File: src/mips_load_pkg.sv
`default_nettype none

package mips_load_pkg;

  // ####################
  // Opcodes and status
  // ####################

  typedef enum logic [2:0] {
    OP_LW,
    OP_LB,
    OP_LBU,
    OP_LH,
    OP_LHU,
    OP_LWL,
    OP_LWR
  } load_op_e;

  typedef enum logic [1:0] {
    FAULT_NONE,
    FAULT_ALIGN,
    FAULT_BUS,
    FAULT_TIMEOUT
  } load_fault_e;

  typedef enum logic [1:0] {
    ST_IDLE,
    ST_BUS,
    ST_WRITE
  } load_state_e;

  // ####################
  // Sizes
  // ####################

  localparam int REG_COUNT  = 32;
  localparam int REG_ADDR_W = 5;
  localparam int DATA_W     = 32;
  localparam int WB_ADR_W   = 30;
  localparam int REG_V0     = 2;

  // Watchdog limit and its counter
  localparam int BUS_TIMEOUT_CYCLES = 16;
  localparam int WDOG_CNT_W = $clog2(BUS_TIMEOUT_CYCLES);
  localparam logic [WDOG_CNT_W-1:0] WDOG_LAST = WDOG_CNT_W'(BUS_TIMEOUT_CYCLES - 1);

endpackage

`default_nettype wire

File: src/reg_write_if.sv
`timescale 1ns/10ps
`default_nettype none

interface reg_write_if;

  logic                                  write_enable;
  logic [mips_load_pkg::REG_ADDR_W-1:0] rd;
  logic [mips_load_pkg::DATA_W-1:0]     data;
  // Low address bits select the lwl/lwr byte lanes
  logic [1:0]                            byte_addressing;
  logic                                  lwl;
  logic                                  lwr;

  modport producer (
    output write_enable,
    output rd,
    output data,
    output byte_addressing,
    output lwl,
    output lwr
  );

  modport consumer (
    input write_enable,
    input rd,
    input data,
    input byte_addressing,
    input lwl,
    input lwr
  );

endinterface

`default_nettype wire

File: src/register_file.sv
`timescale 1ns/10ps
`default_nettype none

module register_file (
  input  logic                                  clk,
  input  logic                                  reset,
  reg_write_if.consumer                         write,
  input  logic [mips_load_pkg::REG_ADDR_W-1:0] base_sel,
  input  logic [mips_load_pkg::REG_ADDR_W-1:0] rd_sel,
  output logic [mips_load_pkg::DATA_W-1:0]     base_data,
  output logic [mips_load_pkg::DATA_W-1:0]     rd_data,
  output logic [mips_load_pkg::DATA_W-1:0]     register_v0
);

  logic [mips_load_pkg::DATA_W-1:0] regs [mips_load_pkg::REG_COUNT];
  logic [mips_load_pkg::DATA_W-1:0] old_value;
  logic [mips_load_pkg::DATA_W-1:0] merged;

  assign base_data   = regs[base_sel];
  assign rd_data     = regs[rd_sel];
  assign register_v0 = regs[mips_load_pkg::REG_V0];

  // ####################
  // Byte merge
  // ####################

  // lwl fills the register from the top down and lwr from the bottom up
  always_comb begin
    old_value = regs[write.rd];
    merged    = write.data;
    if (write.lwl) begin
      case (write.byte_addressing)
        2'b00:   merged = {write.data[7:0], old_value[23:0]};
        2'b01:   merged = {write.data[15:0], old_value[15:0]};
        2'b10:   merged = {write.data[23:0], old_value[7:0]};
        default: merged = write.data;
      endcase
    end else if (write.lwr) begin
      case (write.byte_addressing)
        2'b00:   merged = write.data;
        2'b01:   merged = {old_value[31:24], write.data[31:8]};
        2'b10:   merged = {old_value[31:16], write.data[31:16]};
        default: merged = {old_value[31:8], write.data[31:24]};
      endcase
    end
  end

  // ####################
  // Storage
  // ####################

  // Register 0 is never written so it stays at its reset value of zero
  always_ff @(posedge clk) begin
    if (reset) begin
      for (int i = 0; i < mips_load_pkg::REG_COUNT; i++) begin
        regs[i] <= '0;
      end
    end else if (write.write_enable && write.rd != '0) begin
      regs[write.rd] <= merged;
    end
  end

  // The aligner decodes one opcode per write, never both partial loads
  assert property (@(posedge clk) disable iff (reset)
    write.write_enable |-> !(write.lwl && write.lwr));

endmodule

`default_nettype wire

File: src/load_align.sv
`timescale 1ns/10ps
`default_nettype none

module load_align (
  input  mips_load_pkg::load_op_e               op,
  input  logic [mips_load_pkg::REG_ADDR_W-1:0] rt,
  input  logic [1:0]                            byte_offset,
  input  logic [mips_load_pkg::DATA_W-1:0]     mem_data,
  input  logic                                  commit,
  reg_write_if.producer                         write
);

  logic [7:0]  sel_byte;
  logic [15:0] sel_half;

  // Memory words are little-endian, byte 0 sits in bits 7:0
  always_comb begin
    sel_byte = mem_data[{byte_offset, 3'b000} +: 8];
    if (byte_offset[1]) begin
      sel_half = mem_data[31:16];
    end else begin
      sel_half = mem_data[15:0];
    end
  end

  // ####################
  // Extension
  // ####################

  always_comb begin
    case (op)
      mips_load_pkg::OP_LB: begin
        write.data = {{(mips_load_pkg::DATA_W - 8){sel_byte[7]}}, sel_byte};
      end
      mips_load_pkg::OP_LBU: begin
        write.data = {{(mips_load_pkg::DATA_W - 8){1'b0}}, sel_byte};
      end
      mips_load_pkg::OP_LH: begin
        write.data = {{(mips_load_pkg::DATA_W - 16){sel_half[15]}}, sel_half};
      end
      mips_load_pkg::OP_LHU: begin
        write.data = {{(mips_load_pkg::DATA_W - 16){1'b0}}, sel_half};
      end
      // lw, lwl and lwr pass the whole word; the register file merges
      default: begin
        write.data = mem_data;
      end
    endcase
  end

  // ####################
  // Write request
  // ####################

  assign write.write_enable    = commit;
  assign write.rd              = rt;
  assign write.byte_addressing = byte_offset;
  assign write.lwl             = (op == mips_load_pkg::OP_LWL);
  assign write.lwr             = (op == mips_load_pkg::OP_LWR);

endmodule

`default_nettype wire

File: src/bus_watchdog.sv
`timescale 1ns/10ps
`default_nettype none

module bus_watchdog (
  input  logic clk,
  input  logic reset,
  input  logic active,
  output logic expired
);

  logic [mips_load_pkg::WDOG_CNT_W-1:0] count;

  // The count restarts whenever the bus cycle ends
  always_ff @(posedge clk) begin
    if (reset || !active) begin
      count   <= '0;
      expired <= 1'b0;
    end else if (!expired) begin
      count   <= count + 1'b1;
      expired <= (count == mips_load_pkg::WDOG_LAST);
    end
  end

  // A bus access left open for the full limit is flagged on the next cycle
  assert property (@(posedge clk) disable iff (reset)
    active [*mips_load_pkg::BUS_TIMEOUT_CYCLES] |=> expired);

endmodule

`default_nettype wire

File: src/load_ctrl.sv
`timescale 1ns/10ps
`default_nettype none

module load_ctrl (
  input  logic                                  clk,
  input  logic                                  reset,
  input  logic                                  issue_valid,
  input  mips_load_pkg::load_op_e               issue_op,
  input  logic [mips_load_pkg::REG_ADDR_W-1:0] issue_rt,
  input  logic [15:0]                           issue_offset,
  input  logic [mips_load_pkg::DATA_W-1:0]     base_data,
  output logic                                  busy,
  output logic                                  done,
  output mips_load_pkg::load_fault_e            fault,
  output logic [mips_load_pkg::WB_ADR_W-1:0]   wb_adr,
  output logic                                  wb_cyc,
  output logic                                  wb_stb,
  input  logic                                  wb_ack,
  input  logic                                  wb_err,
  input  logic [mips_load_pkg::DATA_W-1:0]     wb_dat_r,
  input  logic                                  watchdog_expired,
  output logic                                  bus_active,
  output mips_load_pkg::load_op_e               op,
  output logic [mips_load_pkg::REG_ADDR_W-1:0] rt,
  output logic [1:0]                            byte_offset,
  output logic [mips_load_pkg::DATA_W-1:0]     mem_data,
  output logic                                  commit
);

  mips_load_pkg::load_state_e       state;
  mips_load_pkg::load_fault_e       fault_q;
  logic [mips_load_pkg::DATA_W-1:0] addr_q;
  logic [mips_load_pkg::DATA_W-1:0] issue_addr;
  logic                             misaligned;

  // ####################
  // Address check
  // ####################

  always_comb begin
    issue_addr = base_data + {{16{issue_offset[15]}}, issue_offset};
    case (issue_op)
      mips_load_pkg::OP_LW:  misaligned = (issue_addr[1:0] != 2'b00);
      mips_load_pkg::OP_LH:  misaligned = issue_addr[0];
      mips_load_pkg::OP_LHU: misaligned = issue_addr[0];
      default:               misaligned = 1'b0;
    endcase
  end

  // ####################
  // FSM
  // ####################

  always_ff @(posedge clk) begin
    if (reset) begin
      state   <= mips_load_pkg::ST_IDLE;
      fault_q <= mips_load_pkg::FAULT_NONE;
    end else begin
      case (state)
        mips_load_pkg::ST_IDLE: begin
          if (issue_valid && misaligned) begin
            state   <= mips_load_pkg::ST_WRITE;
            fault_q <= mips_load_pkg::FAULT_ALIGN;
          end else if (issue_valid) begin
            state   <= mips_load_pkg::ST_BUS;
            fault_q <= mips_load_pkg::FAULT_NONE;
          end
        end
        mips_load_pkg::ST_BUS: begin
          // An ack wins over err if a slave ever drives both
          if (wb_ack) begin
            state   <= mips_load_pkg::ST_WRITE;
            fault_q <= mips_load_pkg::FAULT_NONE;
          end else if (wb_err) begin
            state   <= mips_load_pkg::ST_WRITE;
            fault_q <= mips_load_pkg::FAULT_BUS;
          end else if (watchdog_expired) begin
            state   <= mips_load_pkg::ST_WRITE;
            fault_q <= mips_load_pkg::FAULT_TIMEOUT;
          end
        end
        default: begin
          state <= mips_load_pkg::ST_IDLE;
        end
      endcase
    end
  end

  // Load payload, held for the whole transaction
  always_ff @(posedge clk) begin
    if (state == mips_load_pkg::ST_IDLE && issue_valid) begin
      addr_q <= issue_addr;
      op     <= issue_op;
      rt     <= issue_rt;
    end
    if (state == mips_load_pkg::ST_BUS && wb_ack) begin
      mem_data <= wb_dat_r;
    end
  end

  // ####################
  // Outputs
  // ####################

  assign busy        = (state != mips_load_pkg::ST_IDLE);
  assign done        = (state == mips_load_pkg::ST_WRITE);
  assign fault       = fault_q;
  assign commit      = done && (fault_q == mips_load_pkg::FAULT_NONE);
  assign bus_active  = (state == mips_load_pkg::ST_BUS);
  assign wb_cyc      = bus_active;
  assign wb_stb      = bus_active;
  assign wb_adr      = addr_q[mips_load_pkg::DATA_W-1:2];
  assign byte_offset = addr_q[1:0];

  // The bus cycle closes at the edge where the slave answers
  assert property (@(posedge clk) disable iff (reset)
    wb_cyc && (wb_ack || wb_err) |=> !wb_cyc && !wb_stb);

endmodule

`default_nettype wire

File: src/mips_load_unit.sv
`timescale 1ns/10ps
`default_nettype none

module mips_load_unit (
  input  logic                                  clk,
  input  logic                                  reset,
  input  logic                                  issue_valid,
  input  mips_load_pkg::load_op_e               issue_op,
  input  logic [mips_load_pkg::REG_ADDR_W-1:0] issue_base,
  input  logic [mips_load_pkg::REG_ADDR_W-1:0] issue_rt,
  input  logic [15:0]                           issue_offset,
  output logic                                  busy,
  output logic                                  done,
  output mips_load_pkg::load_fault_e            fault,
  input  logic [mips_load_pkg::REG_ADDR_W-1:0] rd_sel,
  output logic [mips_load_pkg::DATA_W-1:0]     rd_data,
  output logic [mips_load_pkg::DATA_W-1:0]     register_v0,
  output logic [mips_load_pkg::WB_ADR_W-1:0]   wb_adr,
  output logic                                  wb_cyc,
  output logic                                  wb_stb,
  input  logic                                  wb_ack,
  input  logic                                  wb_err,
  input  logic [mips_load_pkg::DATA_W-1:0]     wb_dat_r
);

  logic [mips_load_pkg::DATA_W-1:0]     base_data;
  logic                                  watchdog_expired;
  logic                                  bus_active;
  mips_load_pkg::load_op_e               op;
  logic [mips_load_pkg::REG_ADDR_W-1:0] rt;
  logic [1:0]                            byte_offset;
  logic [mips_load_pkg::DATA_W-1:0]     mem_data;
  logic                                  commit;

  reg_write_if reg_write ();

  load_ctrl load_ctrl_i (
    .clk              (clk),
    .reset            (reset),
    .issue_valid      (issue_valid),
    .issue_op         (issue_op),
    .issue_rt         (issue_rt),
    .issue_offset     (issue_offset),
    .base_data        (base_data),
    .busy             (busy),
    .done             (done),
    .fault            (fault),
    .wb_adr           (wb_adr),
    .wb_cyc           (wb_cyc),
    .wb_stb           (wb_stb),
    .wb_ack           (wb_ack),
    .wb_err           (wb_err),
    .wb_dat_r         (wb_dat_r),
    .watchdog_expired (watchdog_expired),
    .bus_active       (bus_active),
    .op               (op),
    .rt               (rt),
    .byte_offset      (byte_offset),
    .mem_data         (mem_data),
    .commit           (commit)
  );

  bus_watchdog bus_watchdog_i (
    .clk     (clk),
    .reset   (reset),
    .active  (bus_active),
    .expired (watchdog_expired)
  );

  load_align load_align_i (
    .op          (op),
    .rt          (rt),
    .byte_offset (byte_offset),
    .mem_data    (mem_data),
    .commit      (commit),
    .write       (reg_write.producer)
  );

  // The base register is looked up straight from the issue port
  register_file register_file_i (
    .clk         (clk),
    .reset       (reset),
    .write       (reg_write.consumer),
    .base_sel    (issue_base),
    .rd_sel      (rd_sel),
    .base_data   (base_data),
    .rd_data     (rd_data),
    .register_v0 (register_v0)
  );

endmodule

`default_nettype wire

File: config.mk
export PLATFORM = sky130hd
export DESIGN_NAME = mips_load_unit
export DESIGN_NICKNAME = d
export VERILOG_FILES = /design/src/mips_load_pkg.sv /design/src/reg_write_if.sv /design/src/register_file.sv /design/src/load_align.sv /design/src/bus_watchdog.sv /design/src/load_ctrl.sv /design/src/mips_load_unit.sv
export SDC_FILE = /design/constraint.sdc
export NUM_CORES = 2
export LEC_CHECK = 0
export BUFFER_PORTS_ARGS = -buffer_cell sky130_fd_sc_hd__buf_2
export CORE_MARGIN = 2
export CORE_UTILIZATION = 50
export CTS_BUF_LIST = sky130_fd_sc_hd__clkbuf_4
export CTS_CLUSTER_SIZE = 20
export DETAILED_ROUTE_END_ITERATION = 8
export GPL_TIMING_DRIVEN = 0
export PLACE_DENSITY = 0.65
export SYNTH_ARGS = -nofsm -noshare
export SYNTH_HDL_FRONTEND = slang
export SYNTH_HIERARCHICAL = 1
export SYNTH_SLANG_ARGS = --single-unit
export TNS_END_PERCENT = 100
File: constraint.sdc
create_clock -name clk -period 4.65 [get_ports clk]
set_input_delay 0.465 -clock clk [delete_from_list [all_inputs] [get_ports clk]]
set_output_delay 0.465 -clock clk [all_outputs]
set_load 0.02 [all_outputs]
==> reports/results.tsv <==
stage	metric	value	unit
placed_design	Area after DPL	62900	um2
power	maximum VDD drop	0.267	mV
floorplan	Die H	350	um
clocking	clk root buf	clkbuf_4	
clocking	CTS tree	built	
power	sw power	7.78	mW
detailed_routing	DR vias	48900	
floorplan	starting density of the core	0.502	
finish	final instance count without filler cells	7792	
logic_synthesis	Synth Flop Type	edfxtp_1	
floorplan	Ports	171	
run_status	outcome	finished, violations left	
finish	Final Cell Area	67800	um2
logic_synthesis	Synth area leader	edfxtp_1	
timing	Slew headroom	-0.0676	
setup_path	Max FO, Critical Path	10	
placed_design	Setup WS pre-CTS	-2.18	ns
timing	min Tclk post-route	4.73	ns
setup_path	R2R depth	11	
setup_path	Setup CP Type	in -> reg	
hold_path	hold path cells	3	
floorplan	CORE AREA	119000	um2
detailed_routing	1st-iter DRT viols	7252	
clocking	clk_lat worst skew	1.32	ns
timing	fmax	211	MHz
detailed_routing	Pre-antenna DRT Iters	9	
logic_synthesis	post-synthesis sequential area ratio	0.552	
floorplan	Die ar.	123000	um2
grt	GRT overflow	0	
clocking	Sink Count	1105	
setup_path	CP Data Required Time	5.63	ns
detailed_routing	WL/cell	29.4	um
timing	Final Slew Violations	35	
placed_design	hpwl dp	177000	um
logic_synthesis	Yosys reg bits	1105	
grt	global-route total usage across every layer	0.367	
detailed_routing	DRT Wirelength	229000	um
timing	Slew @ Worst Pin	1.60	ns
power	PwrDens	368	nW/um2
logic_synthesis	largest cells by area after synthesis	edfxtp_1, mux2i_1, nor2_1, a22oi_1, nand2_1	
grt	vias in the first global route	46900	
logic_synthesis	Async S/R FF share, synth	0	
finish	commonest non-fill, non-tap cell in the layout	edfxtp_1	
logic_synthesis	number of synthesized flops with an enable pin	1096	
setup_path	Critical Path AT	5.71	ns
grt	initial antenna violation count	17	
setup_path	reg2reg start	load_ctrl_i/op[1]	
finish	fill count	10500	
finish	Nets	6080	
placed_design	Placed Cells	7163	
power	Pint	17.1	mW
hold_path	hold path start	reset	
logic_synthesis	Syn Area/Cell	11.2	um2
logic_synthesis	Yosys Warn Count	6	
logic_synthesis	top cell type's share of synthesized area	0.549	
detailed_routing	Via density	6.28	
setup_path	flop-to-flop setup slack	0.08	ns
power	Clk pwr share	0.340	
detailed_routing	Post-DRT Antenna Nets	0	
placed_design	routability cong.	1.01	
clocking	number of CTS-inserted buffers	309	
setup_path	r2r endpoint	register_file_i/regs[23][26]	
timing	fin crit share	1.02	
power	Logic pwr share	0.194	
timing	Final WS setup	-0.0804	ns
placed_design	port buffer count	168	
finish	most frequent cells in the layout	edfxtp_1, nor2_1, mux2i_1, clkbuf_4, buf_2	
clocking	H-tree depth	5	
hold_path	Hold Path Class	in -> reg	
logic_synthesis	post-synthesis cell area	59900	um2
power	Reg power frac	0.465	
logic_synthesis	Post-Synthesis Cells	5350	
run_status	failing checks	capacitance limit, slew limit, setup timing	
timing	Final Hold Viols	0	
logic_synthesis	Netlist cell types	76	
power	Tot Pwr	24.9	mW
power	Leak Pwr	27.0	nW
hold_path	Hold EP	load_ctrl_i/fault[0]	
grt	pin count of the biggest net entering global routing	33	
clocking	maximum clock insertion buffer count	4	
timing	setup TNS	-0.194	ns
setup_path	crit path capture type	register	
power	switching portion of total power	0.312	
finish	Area Growth Syn to Fin	13.0	%
grt	first-pass GRT wire length	319000	um
timing	Worst Skew	0.0946	ns
setup_path	crit start category	input port	
timing	RSZ-0062 raised after global routing	no	
floorplan	num rows	127	
detailed_routing	DRC viols	0	
floorplan	chip width	350	um
job	Max-Cap Viols	3	
timing	final setup vio count	5	
finish	layout cells sized above 1	0.147	
clocking	Clk pin slew, worst setup/hold paths	0.06	ns
[registers in the layout, summed over array words and instances, names as in the netlist]
register	flops
bus_watchdog_i/count	4
bus_watchdog_i/expired	1
load_ctrl_i/addr_q	32
load_ctrl_i/fault	2
load_ctrl_i/mem_data	32
load_ctrl_i/op	3
load_ctrl_i/rt	5
load_ctrl_i/state	2
register_file_i/regs	1024
[power groups by stage]
stage | combinational [mW] | sequential, mW | clock [mW]
2_1_floorplan | 2.63 | 11.8 | 0
3_3_place_gp | 4.47 | 11.8 | 0
3_5_place_dp | 4.51 | 11.8 | 0
4_1_cts | 4.63 | 11.6 | 8.59
5_1_grt | 4.98 | 11.6 | 9.09
6_report | 4.84 | 11.6 | 8.48
[critical path: stages]
cell	delay, ns
buf_2	0.15
nor2_1	0.35
clkbuf_2	0.54
clkbuf_1	0.87
a22oi_1	0.32
nand3_1	0.18
nand3_1	0.23
ha_1	0.38
a21oi_1	0.09
nand4b_1	0.23
a31o_1	0.31
a21oi_1	0.29
a41oi_1	0.32
a2111oi_2	0.62
a31oi_1	0.17
xnor2_1	0.15
[area by class of cell]
cell class                      count  area (um2)  share of cell area
Antenna cell                       13        32.5            0.000480
Buffer                            423        1940              0.0286
Clock buffer                      439        3300              0.0486
Clock inverter                     63         279             0.00412
Inverter                           11        41.3            0.000609
Multi-Input combinational cell   3842       25100               0.370
Sequential cell                  1105       33100               0.488
Tap cell                         1612        2020              0.0298
Timing Repair Buffer              284        2000              0.0295
[routing by layer]
| layer | GRT usage | vias up | wire length (um) |
|---|---|---|---|
| met5 | 0.00589 | - | 141 |
| met1 | 0.464 | 23900 | 85400 |
| met2 | 0.565 | 3399 | 102000 |
| met3 | 0.117 | 573 | 30000 |
| li1 | - | 21100 | - |
| met4 | 0.186 | 8 | 12000 |
[metrics by stage]
step	hold WS [ns]	utilization
floorplan	0.479	-
global placement	0.487	0.526
detailed placement	0.483	0.527
CTS	0.0400	0.566
global route	0.115	0.567
finish	0.167	0.567
[cell usage after synthesis, drive strengths merged (4+ instances only)]
master     n
xor2      11
xnor2     23
o21ai     30
and3       5
or2        7
a31oi     77
ha        32
mux2       8
edfxtp  1096
mux4       8
a222oi    15
dfxtp      9
clkbuf   188
a21o      29
and2       9
a22oi    201
mux2i   1027
nand4      4
buf      235
a221oi     4
o21a      12
nor2    1059
nand2b   140
inv       11
a221o     16
nand3    201
nor2b     32
nor3      68
a22o     134
nand2    354
a21oi    253
a21boi     5
nor3b      6
nand3b     5
a211oi     4
[how the worst max path moves through the flow]
stage | from | end | slack [ns] | cells after the start
floorplan | issue_base[1] | load_ctrl_i/addr_q[30] | 0.60 | 18
detailed placement | issue_base[0] | load_ctrl_i/addr_q[26] | -2.18 | 18
finish | issue_base[0] | load_ctrl_i/addr_q[29] | -0.08 | 16
CTS | issue_base[0] | load_ctrl_i/addr_q[26] | 0.003 | 18
global placement | issue_base[0] | load_ctrl_i/addr_q[28] | -2.15 | 18
global route | issue_base[0] | load_ctrl_i/addr_q[29] | 0.02 | 16
[cell families (layout without fill, tap and decap cells)]
family,after synthesis,after routing,synth area share
AOI/OAI and AO/OA,800,800,0.0925
buffers and inverters,434,1220,0.0325
other,1,45,0.0000626
xor gates and xnor gates,34,34,0.00497
DFF,1105,1105,0.552
and+or+nand+nor,1900,1900,0.135
adders and majority gates,33,33,0.00701
muxes,1043,1043,0.176
[what timing repair did]
item,in CTS,in global routing
pin swaps,0,0
hold buffers,113,0
endpoints found under the setup margin,19,21
buffers inserted,0,0
gates resized for setup,14,26
gates cloned,0,0
hold endpoints to repair,118,0
(Power assumes the default switching activity.)
